<file path="config.mk">
export PLATFORM = sky130hd
export DESIGN_NAME = core_exe_s
export DESIGN_NICKNAME = d
export VERILOG_FILES = /design/src/core_byp_pkg.sv /design/src/core_ctrl_pkg.sv /design/src/core_alu.sv /design/src/core_exe_operand.sv /design/src/core_exe_reg.sv /design/src/core_exe_s.sv
export SDC_FILE = /design/constraint.sdc
export NUM_CORES = 1
export LEC_CHECK = 0
export BUFFER_PORTS_ARGS = -buffer_cell sky130_fd_sc_hd__buf_2
export CAP_MARGIN = 25
export CORE_ASPECT_RATIO = 1.2
export CORE_MARGIN = 2
export CORE_UTILIZATION = 25
export CTS_BUF_LIST = sky130_fd_sc_hd__clkbuf_8
export DETAILED_ROUTE_END_ITERATION = 8
export HOLD_SLACK_MARGIN = 0.12
export MAX_ROUTING_LAYER = met4
export PLACE_DENSITY = 0.4
export SLEW_MARGIN = 20
export SYNTH_ARGS = -nofsm -noshare
export SYNTH_HDL_FRONTEND = slang
export SYNTH_SLANG_ARGS = --single-unit
</file>
<file path="constraint.sdc">
create_clock -name clk -period 13.3 [get_ports clk]
set_input_delay 0.665 -clock clk [delete_from_list [all_inputs] [get_ports clk]]
set_output_delay 0.665 -clock clk [all_outputs]
set_load 0.05 [all_outputs]
</file>
<file path="src/core_byp_pkg.sv">
// bypass select codes, hazard command encodings and register index width
package core_byp_pkg;

	// --------------------
	// bypass selects
	// --------------------
	localparam int byp_w = 2;

	// value read from the register file in decode
	localparam logic [byp_w-1:0] byp_rf  = 2'd0;
	// result sitting in the memory stage
	localparam logic [byp_w-1:0] byp_mem = 2'd1;
	// result sitting in the writeback stage
	localparam logic [byp_w-1:0] byp_wb  = 2'd2;
	// code 3 is illegal

	// --------------------
	// hazard commands
	// --------------------
	localparam int haz_cmd_w = 2;

	// passed through the stage untouched
	localparam logic [haz_cmd_w-1:0] haz_none   = 2'd0;
	localparam logic [haz_cmd_w-1:0] haz_load   = 2'd1;
	localparam logic [haz_cmd_w-1:0] haz_branch = 2'd2;
	localparam logic [haz_cmd_w-1:0] haz_jump   = 2'd3;

	// --------------------
	// register file index
	// --------------------
	// 32 architectural registers
	localparam int reg_idx_w = 5;

endpackage

</file>
<file path="src/core_ctrl_pkg.sv">
// decode-side control encodings: alu ops, branch conditions, mux bus bits, writeback ext codes
package core_ctrl_pkg;

	// --------------------
	// alu operation codes
	// --------------------
	localparam int alu_op_w = 4;

	localparam logic [alu_op_w-1:0] alu_add    = 4'd0;
	localparam logic [alu_op_w-1:0] alu_sub    = 4'd1;
	localparam logic [alu_op_w-1:0] alu_sll    = 4'd2;
	localparam logic [alu_op_w-1:0] alu_slt    = 4'd3;
	localparam logic [alu_op_w-1:0] alu_sltu   = 4'd4;
	localparam logic [alu_op_w-1:0] alu_xor    = 4'd5;
	localparam logic [alu_op_w-1:0] alu_srl    = 4'd6;
	localparam logic [alu_op_w-1:0] alu_sra    = 4'd7;
	localparam logic [alu_op_w-1:0] alu_or     = 4'd8;
	localparam logic [alu_op_w-1:0] alu_and    = 4'd9;
	// forwards operand b, used for lui
	localparam logic [alu_op_w-1:0] alu_pass_b = 4'd10;
	// 11..15 are illegal

	// --------------------
	// branch conditions
	// --------------------
	localparam int cnd_w = 3;

	localparam logic [cnd_w-1:0] cnd_never  = 3'd0;
	localparam logic [cnd_w-1:0] cnd_always = 3'd1;
	localparam logic [cnd_w-1:0] cnd_eq     = 3'd2;
	localparam logic [cnd_w-1:0] cnd_ne     = 3'd3;
	localparam logic [cnd_w-1:0] cnd_lt     = 3'd4;
	localparam logic [cnd_w-1:0] cnd_ge     = 3'd5;
	localparam logic [cnd_w-1:0] cnd_ltu    = 3'd6;
	localparam logic [cnd_w-1:0] cnd_geu    = 3'd7;

	// --------------------
	// mux bus bit positions
	// --------------------
	localparam int mux_w = 5;

	// operand a: pc, else bypassed src1
	localparam int mux_a_pc      = 0;
	// operand b: immediate, else bypassed src2
	localparam int mux_b_imm     = 1;
	// address base pc, wins over src1
	localparam int mux_base_pc   = 2;
	// address base src1, both low means pc_4
	localparam int mux_base_src1 = 3;
	// writeback from memory data, else alu result
	localparam int mux_alu_mem   = 4;

	// --------------------
	// writeback extension, carried only
	// --------------------
	localparam int wb_sx_w = 3;

	localparam logic [wb_sx_w-1:0] wb_sx_byte = 3'd0;
	localparam logic [wb_sx_w-1:0] wb_sx_half = 3'd1;
	localparam logic [wb_sx_w-1:0] wb_sx_word = 3'd2;
	localparam logic [wb_sx_w-1:0] wb_zx_byte = 3'd3;
	localparam logic [wb_sx_w-1:0] wb_zx_half = 3'd4;
	localparam logic [wb_sx_w-1:0] wb_sx_bp   = 3'd5;

	// data cache access size
	localparam int l1d_size_w = 3;

endpackage

</file>
<file path="src/core_alu.sv">
// rv32i alu: arithmetic, logic, shifts, compares and branch condition evaluation
module core_alu (
	input  logic [31:0]                        alu_a,
	input  logic [31:0]                        alu_b,
	input  logic [core_ctrl_pkg::alu_op_w-1:0] alu_op,
	input  logic [core_ctrl_pkg::cnd_w-1:0]    alu_cnd,
	output logic [31:0]                        alu_result,
	output logic                               branch_taken
);

	// shift amount is the low five bits of b
	logic [4:0]  shamt;
	// comparators, shared by slt/sltu and branches
	logic        a_eq_b;
	logic        a_lt_b_s;
	logic        a_lt_b_u;
	// adder and subtractor outputs
	logic [31:0] sum;
	logic [31:0] diff;

	assign shamt    = alu_b[4:0];
	assign sum      = alu_a + alu_b;
	assign diff     = alu_a - alu_b;
	assign a_eq_b   = (alu_a == alu_b);
	assign a_lt_b_s = ($signed(alu_a) < $signed(alu_b));
	assign a_lt_b_u = (alu_a < alu_b);

	// --------------------
	// result
	// --------------------
	always_comb begin
		case (alu_op)
			core_ctrl_pkg::alu_add:    alu_result = sum;
			core_ctrl_pkg::alu_sub:    alu_result = diff;
			core_ctrl_pkg::alu_sll:    alu_result = alu_a << shamt;
			// compares give 0 or 1
			core_ctrl_pkg::alu_slt:    alu_result = {31'd0, a_lt_b_s};
			core_ctrl_pkg::alu_sltu:   alu_result = {31'd0, a_lt_b_u};
			core_ctrl_pkg::alu_xor:    alu_result = alu_a ^ alu_b;
			core_ctrl_pkg::alu_srl:    alu_result = alu_a >> shamt;
			// arithmetic shift keeps the sign
			core_ctrl_pkg::alu_sra:    alu_result = $unsigned($signed(alu_a) >>> shamt);
			core_ctrl_pkg::alu_or:     alu_result = alu_a | alu_b;
			core_ctrl_pkg::alu_and:    alu_result = alu_a & alu_b;
			// lui path
			core_ctrl_pkg::alu_pass_b: alu_result = alu_b;
			default:                   alu_result = 32'd0;
		endcase
	end

	// --------------------
	// branch decision
	// --------------------
	always_comb begin
		case (alu_cnd)
			core_ctrl_pkg::cnd_never:  branch_taken = 1'b0;
			// jal / jalr
			core_ctrl_pkg::cnd_always: branch_taken = 1'b1;
			core_ctrl_pkg::cnd_eq:     branch_taken = a_eq_b;
			core_ctrl_pkg::cnd_ne:     branch_taken = !a_eq_b;
			core_ctrl_pkg::cnd_lt:     branch_taken = a_lt_b_s;
			core_ctrl_pkg::cnd_ge:     branch_taken = !a_lt_b_s;
			core_ctrl_pkg::cnd_ltu:    branch_taken = a_lt_b_u;
			core_ctrl_pkg::cnd_geu:    branch_taken = !a_lt_b_u;
			default:                   branch_taken = 1'b0;
		endcase
	end

	// codes above alu_pass_b are never issued by decode
	always_comb begin
		assert final ($isunknown(alu_op) || alu_op <= core_ctrl_pkg::alu_pass_b)
			else $error("illegal alu_op %0d", alu_op);
	end

endmodule

</file>
<file path="src/core_exe_operand.sv">
// operand side of execute: bypass selection, alu operand muxes, target address adder
module core_exe_operand (
	input  logic [31:0]                     src1,
	input  logic [31:0]                     src2,
	input  logic [31:0]                     pc,
	input  logic [31:0]                     pc_4,
	input  logic [31:0]                     sx_imm,
	input  logic [31:0]                     result_m,
	input  logic [31:0]                     result_w,
	input  logic [core_byp_pkg::byp_w-1:0]  byp_src1,
	input  logic [core_byp_pkg::byp_w-1:0]  byp_src2,
	input  logic [core_ctrl_pkg::mux_w-1:0] mux_bus,
	output logic [31:0]                     alu_a,
	output logic [31:0]                     alu_b,
	output logic [31:0]                     addr,
	output logic [31:0]                     store_data
);

	// bypassed sources
	logic [31:0] src1_byp;
	logic [31:0] src2_byp;
	// selected address base
	logic [31:0] addr_base;

	// one bypass mux, shared by both sources
	function automatic logic [31:0] pick_src(
		input logic [core_byp_pkg::byp_w-1:0] sel,
		input logic [31:0]                    rf_val,
		input logic [31:0]                    mem_val,
		input logic [31:0]                    wb_val
	);
		logic [31:0] val;
		case (sel)
			core_byp_pkg::byp_mem: val = mem_val;
			core_byp_pkg::byp_wb:  val = wb_val;
			// byp_rf and the illegal code fall back to the file value
			default:               val = rf_val;
		endcase
		return val;
	endfunction

	// --------------------
	// forwarding
	// --------------------
	assign src1_byp = pick_src(byp_src1, src1, result_m, result_w);
	// second operand forwards from src2
	assign src2_byp = pick_src(byp_src2, src2, result_m, result_w);

	// --------------------
	// alu operands
	// --------------------
	// auipc / jal take pc as a
	assign alu_a = mux_bus[core_ctrl_pkg::mux_a_pc] ? pc : src1_byp;
	// i-type and lui take the immediate as b
	assign alu_b = mux_bus[core_ctrl_pkg::mux_b_imm] ? sx_imm : src2_byp;

	// --------------------
	// target address
	// --------------------
	// pc wins, then src1, else pc_4
	assign addr_base = mux_bus[core_ctrl_pkg::mux_base_pc]   ? pc :
	                   mux_bus[core_ctrl_pkg::mux_base_src1] ? src1_byp : pc_4;
	assign addr = addr_base + sx_imm;

	// store data follows the src2 bypass
	assign store_data = src2_byp;

	// decode never issues bypass code 3
	always_comb begin
		assert final (byp_src1 !== 2'b11 && byp_src2 !== 2'b11)
			else $error("illegal bypass select src1=%0d src2=%0d", byp_src1, byp_src2);
	end

endmodule

</file>
<file path="src/core_exe_reg.sv">
// execute/memory pipeline register with enable, kill and reset of the control bits
module core_exe_reg (
	input  logic                                 clk,
	input  logic                                 rst_n,
	input  logic                                 enb,
	input  logic                                 kill,
	// control from decode
	input  logic                                 val_inst,
	input  logic                                 we_reg_file,
	input  logic [core_ctrl_pkg::wb_sx_w-1:0]    wb_sx_op,
	input  logic [core_ctrl_pkg::mux_w-1:0]      mux_bus,
	input  logic                                 l1d_val,
	input  logic [core_ctrl_pkg::l1d_size_w-1:0] l1d_size,
	input  logic                                 l1d_cop,
	input  logic                                 mux_trn,
	// payload
	input  logic [31:0]                          alu_result,
	input  logic [31:0]                          addr,
	input  logic [31:0]                          store_data,
	input  logic [31:0]                          sx_imm,
	input  logic [31:0]                          pc_4,
	input  logic [core_byp_pkg::reg_idx_w-1:0]   rs1,
	input  logic [core_byp_pkg::reg_idx_w-1:0]   rs2,
	input  logic [core_byp_pkg::reg_idx_w-1:0]   rd,
	input  logic [core_byp_pkg::haz_cmd_w-1:0]   haz_cmd,
	// registered outputs
	output logic                                 val_inst_q,
	output logic                                 we_reg_file_q,
	output logic [core_ctrl_pkg::wb_sx_w-1:0]    wb_sx_op_q,
	output logic                                 mux_alu_mem_q,
	output logic                                 l1d_val_q,
	output logic [core_ctrl_pkg::l1d_size_w-1:0] l1d_size_q,
	output logic                                 l1d_cop_q,
	output logic                                 mux_trn_q,
	output logic [31:0]                          alu_result_q,
	output logic [31:0]                          addr_q,
	output logic [31:0]                          store_data_q,
	output logic [31:0]                          sx_imm_q,
	output logic [31:0]                          pc_4_q,
	output logic [core_byp_pkg::reg_idx_w-1:0]   rs1_q,
	output logic [core_byp_pkg::reg_idx_w-1:0]   rs2_q,
	output logic [core_byp_pkg::reg_idx_w-1:0]   rd_q,
	output logic [core_byp_pkg::haz_cmd_w-1:0]  haz_cmd_q
);

	// --------------------
	// side-effect bits
	// --------------------
	// kill turns the slot into a bubble
	always_ff @(posedge clk or negedge rst_n) begin
		if (!rst_n) begin
			val_inst_q    <= 1'b0;
			we_reg_file_q <= 1'b0;
			l1d_val_q     <= 1'b0;
		end else if (enb) begin
			val_inst_q    <= val_inst && !kill;
			we_reg_file_q <= we_reg_file && !kill;
			l1d_val_q     <= l1d_val && !kill;
		end
	end

	// --------------------
	// payload, enable only
	// --------------------
	always_ff @(posedge clk) begin
		if (enb) begin
			wb_sx_op_q    <= wb_sx_op;
			// only the writeback source bit goes on
			mux_alu_mem_q <= mux_bus[core_ctrl_pkg::mux_alu_mem];
			l1d_size_q    <= l1d_size;
			l1d_cop_q     <= l1d_cop;
			mux_trn_q     <= mux_trn;
			alu_result_q  <= alu_result;
			addr_q        <= addr;
			store_data_q  <= store_data;
			sx_imm_q      <= sx_imm;
			pc_4_q        <= pc_4;
			rs1_q         <= rs1;
			rs2_q         <= rs2;
			rd_q          <= rd;
			haz_cmd_q     <= haz_cmd;
		end
	end

	// a killed slot must never reach the data cache
	assert property (@(posedge clk) disable iff (!rst_n) (enb && kill) |=> !l1d_val_q)
		else $error("killed instruction left l1d_val_q high");

endmodule

</file>
<file path="src/core_exe_s.sv">
// execute stage top: operand, alu and stage register instances plus hazard unit taps
module core_exe_s (
	input  logic                                 clk,
	input  logic                                 rst_n,
	// from hazard unit
	input  logic                                 enb,
	input  logic                                 kill,
	input  logic [core_byp_pkg::byp_w-1:0]       byp_src1,
	input  logic [core_byp_pkg::byp_w-1:0]       byp_src2,
	// from decode, control
	input  logic                                 val_inst,
	input  logic                                 we_reg_file,
	input  logic [core_ctrl_pkg::wb_sx_w-1:0]    wb_sx_op,
	input  logic [core_ctrl_pkg::mux_w-1:0]      mux_bus,
	input  logic [core_ctrl_pkg::alu_op_w-1:0]   alu_op,
	input  logic [core_ctrl_pkg::cnd_w-1:0]      alu_cnd,
	input  logic                                 l1d_val,
	input  logic [core_ctrl_pkg::l1d_size_w-1:0] l1d_size,
	input  logic                                 l1d_cop,
	input  logic                                 mux_trn,
	// from decode, data
	input  logic [31:0]                          src1,
	input  logic [31:0]                          src2,
	input  logic [31:0]                          pc,
	input  logic [31:0]                          pc_4,
	input  logic [31:0]                          sx_imm,
	input  logic [core_byp_pkg::reg_idx_w-1:0]   rs1,
	input  logic [core_byp_pkg::reg_idx_w-1:0]   rs2,
	input  logic [core_byp_pkg::reg_idx_w-1:0]   rd,
	input  logic [core_byp_pkg::haz_cmd_w-1:0]   haz_cmd,
	// forwarded results
	input  logic [31:0]                          result_m,
	input  logic [31:0]                          result_w,
	// to memory stage
	output logic                                 val_inst_q,
	output logic                                 we_reg_file_q,
	output logic [core_ctrl_pkg::wb_sx_w-1:0]    wb_sx_op_q,
	output logic                                 mux_alu_mem_q,
	output logic                                 l1d_val_q,
	output logic [core_ctrl_pkg::l1d_size_w-1:0] l1d_size_q,
	output logic                                 l1d_cop_q,
	output logic                                 mux_trn_q,
	output logic [31:0]                          alu_result_q,
	output logic [31:0]                          addr_q,
	output logic [31:0]                          store_data_q,
	output logic [31:0]                          sx_imm_q,
	output logic [31:0]                          pc_4_q,
	output logic [core_byp_pkg::reg_idx_w-1:0]   rs1_q,
	output logic [core_byp_pkg::reg_idx_w-1:0]   rs2_q,
	output logic [core_byp_pkg::reg_idx_w-1:0]   rd_q,
	output logic [core_byp_pkg::haz_cmd_w-1:0]   haz_cmd_q,
	// combinational taps to hazard unit
	output logic                                 branch_taken,
	output logic                                 haz_we_reg_file,
	output logic [core_byp_pkg::reg_idx_w-1:0]   haz_rs1,
	output logic [core_byp_pkg::reg_idx_w-1:0]   haz_rs2,
	output logic [core_byp_pkg::reg_idx_w-1:0]   haz_rd,
	output logic [core_byp_pkg::haz_cmd_w-1:0]   haz_cmd_out
);

	logic [31:0] alu_a;
	logic [31:0] alu_b;
	logic [31:0] addr;
	logic [31:0] store_data;
	logic [31:0] alu_result;

	core_exe_operand operand_i (
		.src1, .src2, .pc, .pc_4, .sx_imm, .result_m, .result_w,
		.byp_src1, .byp_src2, .mux_bus,
		.alu_a, .alu_b, .addr, .store_data
	);

	core_alu alu_i (
		.alu_a, .alu_b, .alu_op, .alu_cnd, .alu_result, .branch_taken
	);

	core_exe_reg reg_i (
		.clk, .rst_n, .enb, .kill,
		.val_inst, .we_reg_file, .wb_sx_op, .mux_bus, .l1d_val, .l1d_size, .l1d_cop, .mux_trn,
		.alu_result, .addr, .store_data, .sx_imm, .pc_4, .rs1, .rs2, .rd, .haz_cmd,
		.val_inst_q, .we_reg_file_q, .wb_sx_op_q, .mux_alu_mem_q, .l1d_val_q, .l1d_size_q,
		.l1d_cop_q, .mux_trn_q, .alu_result_q, .addr_q, .store_data_q, .sx_imm_q, .pc_4_q,
		.rs1_q, .rs2_q, .rd_q, .haz_cmd_q
	);

	// hazard taps see the instruction now in execute
	assign haz_we_reg_file = we_reg_file;
	assign haz_rs1         = rs1;
	assign haz_rs2         = rs2;
	assign haz_rd          = rd;
	assign haz_cmd_out     = haz_cmd;

endmodule

</file>
==> results of run 1 <==
[cell families (layout without fill, tap and decap cells)]
logic type	count (synthesis)	after routing	synth area share (%)
AO/OA/AOI/OAI	826	826	29.2
flip-flops	189	189	30.1
multiplexers	128	128	6.85
adder cells (fa/ha/maj)	135	135	9.10
other	0	7	0
buffers and inverters	382	785	8.66
AND/OR/NAND/NOR	608	608	14.5
XOR/XNOR	34	34	1.58
[worst max path at each step]
stage                        end  slack [ns]  cells past startpoint
finish              branch_taken        6.80                     23
global route        branch_taken        6.62                     23
CTS                 branch_taken        6.83                     23
detailed placement  branch_taken        6.87                     23
global placement    branch_taken        6.85                     23
floorplan           branch_taken        7.28                     22
[power by group]
part           switching [mW]  internal [mW]  total, mW
registers              0.0266          0.750      0.777
logic                    1.11          0.433       1.55
clock network           0.296          0.139      0.435
total                    1.43           1.32       2.76
[registers in the layout (all words and copies together), names as in the netlist, 2 cells and up]
name and cells:
reg_i.l1d_size_q 3, reg_i.rd_q 5, reg_i.store_data_q 32, reg_i.alu_result_q 32, reg_i.wb_sx_op_q 3, reg_i.rs1_q 5, reg_i.addr_q 32, reg_i.pc_4_q 32
reg_i.sx_imm_q 32, reg_i.haz_cmd_q 2, reg_i.rs2_q 5
[what timing repair did]
action                                 in CTS  in global routing
gates resized for setup                     0                  0
hold buffers                                1                  0
endpoints found under the hold margin       3                  0
setup endpoints to repair                   0                  0
buffers inserted                            0                  0
[layout make-up]
type | count | area [um^2] | area share, %
inverters | 202 | 758 | 3.35
repair buffers | 551 | 2970 | 13.1
well taps | 1008 | 1260 | 5.58
diodes | 7 | 17.5 | 0.0774
clock buffers | 17 | 234 | 1.03
flip-flops and latches | 189 | 5660 | 25.0
multi-input cells | 1731 | 11600 | 51.2
clock inverters | 15 | 151 | 0.669
[worst register-to-register path, delay by kind of cell, from the launching register on]
family | cells | cell delay [ns]
compound gates | 1 | 0.08
buf+inv | 1 | 0.05
flops | 1 | 0.40
[metrics by stage]
stage / setup WS (ns) / area (um^2)
2_1_floorplan: 7.28 / 18800
3_3_place_gp: 6.85 / 22200
3_5_place_dp: 6.87 / 22200
4_1_cts: 6.83 / 22600
5_1_grt: 6.62 / 22600
6_report: 6.80 / 22600
[routing by layer]
metal,vias up,GRT usage (%)
li1,9285,-
met1,9918,33.0
met2,939,45.6
met3,156,3.79
met4,0,11.1
met5,-,-
[cell usage after synthesis (25+ instances only)]
cell / instances
inv_1: 195
edfxtp_1: 186
nor2_1: 204
o22ai_1: 25
a21oi_1: 174
clkbuf_1: 107
nand2_1: 223
o21ai_0: 239
a221oi_1: 37
a31oi_1: 26
a22oi_1: 47
buf_2: 31
nand3_1: 40
a222oi_1: 30
mux2i_1: 123
ha_1: 132
a211oi_1: 30
a221o_1: 37
nor3_1: 29
[layout by cell type, fill, tap and decap left out, types with 7 or more instances in the layout]
cell type  instances
diode_2            7
a221oi_1          37
o21bai_1          19
edfxtp_1         186
nor3_1            29
nor2_1           201
xor2_1            10
o21a_1             7
mux2i_1          123
a222oi_1          30
nand2b_1          18
a21o_1            22
a221o_1           35
or3_1             10
o31ai_1            7
or2_2             10
nor2b_1           18
a211oi_1          30
a31oi_1           26
buf_4             69
o21ai_0          239
nor4_1             9
inv_1            194
xnor2_1           24
a21oi_1          174
ha_1             131
a22oi_1           47
o221ai_1          16
o22ai_1           25
o2111ai_1          9
nand2_1          221
nand3_1           40
clkbuf_8          18
o21ai_1            9
o211ai_1          24
buf_2            478
==> metrics.md, run 1 <==
| Metric | Value |
|---|---|
| Status | finished clean |
| # fillers | between 8,000 and 9,000 |
| Final antenna-violating net count | 0 |
| Crit-path cells | buf_2 > inv_1 > ha_1 > buf_4 > a22oi_1 > a221o_2 > buf_4 > inv_2 > ha_1 > inv_1 > fa_1 > a211oi_1 > o21ai_1 > a311oi_1 > a21oi_1 > a211oi_2 > buf_4 > o21ba_2 > o211ai_1 > a31oi_1 > a31oi_1 > xnor2_1 > buf_2 |
| HP Class | input pin to register |
| RD Place Congestion | just under 1 |
| Mapped Nets | 2,709 |
| CTS Buf Count | 17 |
| Grt ovf | 0 |
| Max incr delay on CP | between 0.4 and 0.5 ns |
| Setup_tns | 0 ns |
| Max cap viols | 0 |
| Non-filler cells, final | between 3,000 and 4,000 |
| Dpl hpwl | between 80,000 and 90,000 um |
| CP top delay family | compound AO/OA/AOI/OAI gates |
| CP Launch Type | input pin |
| Critical path origin | byp_src2[0] |
| Worst reg2reg path depth | 2 |
| Fraction of final layout cells sized beyond drive strength 1 | a little under a quarter |
| Power Dens Cells | 122 nW/um^2 |
| Hold endpoint | reg_i.mux_alu_mem_q |
| CTS tree | done |
| Maximum VDD drop | 0.0000699 V |
| Area leader, netlist | edfxtp_1 |
| Highest metal used | met4 |
| Slew @ Worst Pin | roughly 1.0 ns |
| Post-synth EDFFs | 186 |
| Vias in the first global route | between 15,000 and 20,000 |
| Setup slack, reg-to-reg | 12.64 ns |
| WHS Path Cells | 1 |
| Post-synth design cell area | about 19,000 um^2 |
| I/O pins | between 400 and 500 |
| Full die area | just under 80,000 um^2 |
| Register area share after synthesis | between 30% and 40% |
| TritonCTS Sinks | ~190 |
| Yosys reg bits | roughly 190 |
| Post-DR vias/cell | around 5.5 |
| Reg-to-Reg Start | reg_i.l1d_val_q |
| Max-slew headroom | 30.0% |
| Clock Tree Buf Depth | 2 |
| Starting DRT DRC Count | 2,200 |
| CP required | about 13 ns |
| Clock root cell | clkbuf_8 |
| First-pass GRT wire length | 148,000 um |
| Post-synthesis instance total | roughly 2,300 |
| Max Slew Vio Count | 0 |
| Final setup skew | 0 ns |
| Fmax | around 150 MHz |
| Cell row count | 110 |
| Fin util | 30.3% |
| Fin. Hold Viols | 0 |
| Slowest-stage cell, CP | fa_1 |
| Gr usage total | 27.4% |
| Post-synthesis async set-or-reset flop share | roughly 1.6% |
| Tcrit/Tclk final | just under 50% |
| Area share of the largest cell type after synthesis | 29.7% |
| Synthesized area per cell | between 8 and 9 um^2 |
| Pin count of the biggest net entering global routing | roughly 140 |
| Worst Setup End Kind | output port |
| Setup Viol. Count Final | 0 |
| Netlist cell types | 97 |
| Clock latency on the worst-skew pair | about 0.6 ns |
| RR Endpoint | reg_i.l1d_val_q |
| Worst hold slack | 0.229 ns |
| Crit path max fanout | 47 |
| Tmin final | ~6.5 ns |
| Met1 wire length | between 40,000 and 50,000 um |
| Worst Path Buf+Inv | 8 |
| Routed length on met3 | 6500 um |
| DR pass1 iterations | 7 |
| Fin nets | 3,099 |
| Die height | between 300 and 400 um |
| Total wire length | 106,000 um |
| RSZ-0062 raised after global routing | false |
| Initial antenna violation count | 9 |
| Main flop type after synthesis | edfxtp_1 |
| Arrival @ worst endpoint | a little under 6 ns |
| IO buf count | 479 |
| Die Width | roughly 250 um |
| Design Power | ~2.8 mW |
| Drt drc | 0 |
| Number of synthesis warnings | 0 |
| Layout area overhead | 20.2% |
| CTS clk-pin slew, worst paths | ~0.12 ns |
| Placed Cells incl. Taps | around 3,700 |
| Starting Density | between 20% and 30% |
| Met2 Wirelength | roughly 50,000 um |
| DR vias | 20,298 |
| Lkg Pwr | between 9 and 10 nW |
| Wire per inst | 28.5 um |
| Synth area leaders | edfxtp_1 30%, ha_1 8.8%, mux2i_1 6.5% |
| Setup CP Type | input pin to output port |
| Core area | about 75,000 um^2 |
| CP dominant cell by count | buf_4 |
| H-tree levels | 4 |
| HP Start | mux_bus[4] |
Power figures use the tool's default switching activity.
==> run 2, diff against run 1 <==
Clock period 13.3 ns to 6.2 ns, I/O delays scaled along.
==> metrics.md, run 2 (synthesis results as in run 1) <==
| Metric | Value |
|---|---|
| Crit-path cells | dlygate4sd3_1 > buf_2 > inv_1 > a221o_2 > inv_2 > ha_1 > inv_1 > fa_1 > a211oi_1 > o21ai_1 > a311oi_1 > a21oi_1 > a211oi_2 > o21ba_2 > o211ai_1 > a31oi_1 > a31oi_1 > xnor2_1 > buf_2 |
| Max-slew headroom | about a quarter |
| WHS Path Cells | 4 |
| Maximum VDD drop | roughly 0.00016 V |
| Combinational Power Share | 56.7% |
| Tmin final | ~5.6 ns |
| CP Launch Type | input pin |
| Starting Density | between 20% and 30% |
| CP top delay family | compound AO/OA/AOI/OAI gates |
| RD Place Congestion | between 0.9 and 1 |
| TritonCTS Sinks | ~190 |
| DR vias | 21,034 |
| CTS clk-pin slew, worst paths | approximately 0.14 ns |
| Setup_tns | 0 ns |
| Hold endpoint | reg_i.store_data_q[24] |
| HP Class | input pin to register |
| Slowest-stage cell, CP | dlygate4sd3_1 |
| Clock latency on the worst-skew pair | between 0.5 and 0.6 ns |
| Most frequent cells in the layout | 485 x buf_2, 239 x o21ai_0, 221 x nand2_1 |
| Wire per inst | 28.6 um |
| Clk network pwr share | 15.5% |
| Max Slew Vio Count | 0 |
| IO buf count | 479 |
| Status | finished clean |
| Reg-to-Reg Start | reg_i.l1d_val_q |
| Starting DRT DRC Count | approximately 2,200 |
| Hold Buf Count CTS | about 120 |
| Worst reg2reg path depth | 2 |
| Final antenna-violating net count | 0 |
| HP Start | result_m[24] |
| RR Endpoint | reg_i.l1d_val_q |
| Setup CP Type | input pin to output port |
| Tcrit/Tclk final | about nine tenths |
| Drt drc | 0 |
| I/O pins | 480 |
| Slew @ Worst Pin | ~1.1 ns |
| Fin. Hold Viols | 0 |
| Initial antenna violation count | 14 |
| Fin nets | approximately 3,200 |
| Pin count of the biggest net entering global routing | roughly 130 |
| Crit path max fanout | 5 |
| CTS tree | done |
| Worst Path Buf+Inv | 6 |
| Dpl hpwl | slightly below 90,000 um |
| Layout area overhead | 27.2% |
| Setup Buffers After CTS | 0 |
| H-tree levels | 4 |
| Worst Setup End Kind | output port |
| CP required | between 5 and 6 ns |
| Setup Viol. Count Final | 0 |
| Cell row count | 110 |
| Max cap viols | 0 |
| Leading cell type in the layout, fill and taps excluded | buf_2 |
| CTS resizes | 0 |
| Gr usage total | roughly 28% |
| Fmax | between 150 and 200 MHz |
| Die Width | roughly 250 um |
| Net Sw Frac | between 50 and 60% |
| Max incr delay on CP | 0.52 ns |
| Design Power | 6.00 mW |
| Full die area | between 70,000 and 80,000 um^2 |
| Die height | approximately 300 um |
| RSZ-0062 raised after global routing | false |
| Vias in the first global route | just over 20,000 |
| Final setup skew | 0 ns |
| Arrival @ worst endpoint | 5.32 ns |
| Grt ovf | 0 |
| Post-DR vias/cell | ~5.4 |
| CTS Buf Count | 17 |
| Internal power | just under 3 mW |
| Clock Tree Buf Depth | 2 |
| Seq pwr share | 27.8% |
| Setup slack, reg-to-reg | about 5.5 ns |
| Power Dens Cells | roughly 250 nW/um^2 |
| Total wire length | roughly 110,000 um |
| Clock root cell | clkbuf_8 |
| Net Switching | 3.07 mW |
| Lkg Pwr | between 10 and 15 nW |
| First-pass GRT wire length | 153,000 um |
| Core area | 74,700 um^2 |
| Fraction of final layout cells sized beyond drive strength 1 | between 20% and 30% |
| DR pass1 iterations | 9 |
==> run 2: how the worst max path moves through the flow <==
stage / to / depth (start not counted) / from / slack (ns)
after global placement: branch_taken / 13 / byp_src1[1] / 0.65
after floorplan: branch_taken / 22 / byp_src2[0] / 0.89
after global routing: branch_taken / 19 / sx_imm[0] / 0.28
final: branch_taken / 19 / sx_imm[0] / 0.57
after CTS: branch_taken / 19 / sx_imm[0] / 0.52
after detailed placement: branch_taken / 19 / byp_src1[0] / 0.68
==> run 2: cell type report <==
class | instances | area [um^2]
well taps | 1008 | 1260
fillers | 8000 | 50800
flip-flops and latches | 189 | 5660
inverters | 202 | 758
clock buffers | 17 | 234
repair buffers | 686 | 4250
diodes | 13 | 32.5
multi-input cells | 1731 | 11600
clock inverters | 15 | 161
==> run 2: per-stage QoR <==
step                      area [um^2]  setup WS [ns]  hold slack [ns]  utilization, %  cells
final                           23900          0.568            0.208            32.0   3861
after global routing            23900          0.280            0.205            32.0   3859
after CTS                       23900          0.519            0.121            31.9   3843
after detailed placement        22300          0.684            0.133            29.8   3689
after global placement          22200          0.652            0.128            29.8   3684
after floorplan                 18800          0.893           0.0144               -   2302
==> run 2: routing by layer <==
| metal | routed length (um) | up-vias | global-route usage, % |
|---|---|---|---|
| li1 | - | 9571 | - |
| met1 | 47000 | 10352 | 34.9 |
| met2 | 53900 | 952 | 47.4 |
| met3 | 5720 | 159 | 3.06 |
| met4 | 4010 | 0 | 10.9 |
| met5 | 0 | - | - |
==> run 2: power by group through the flow <==
stage	clock (mW)	sequential, mW	combinational, mW
after floorplan	0	2.24	1.58
after global placement	0	1.70	3.31
after detailed placement	0	1.70	3.29
after CTS	0.986	1.67	3.37
after global routing	1.01	1.68	3.60
final	0.931	1.67	3.40
==> run 2: worst min-delay path, stage by stage <==
cell and delay (ns):
buf_2 0.11, a221o_1 0.13, o21ai_0 0.09, inv_1 0.06
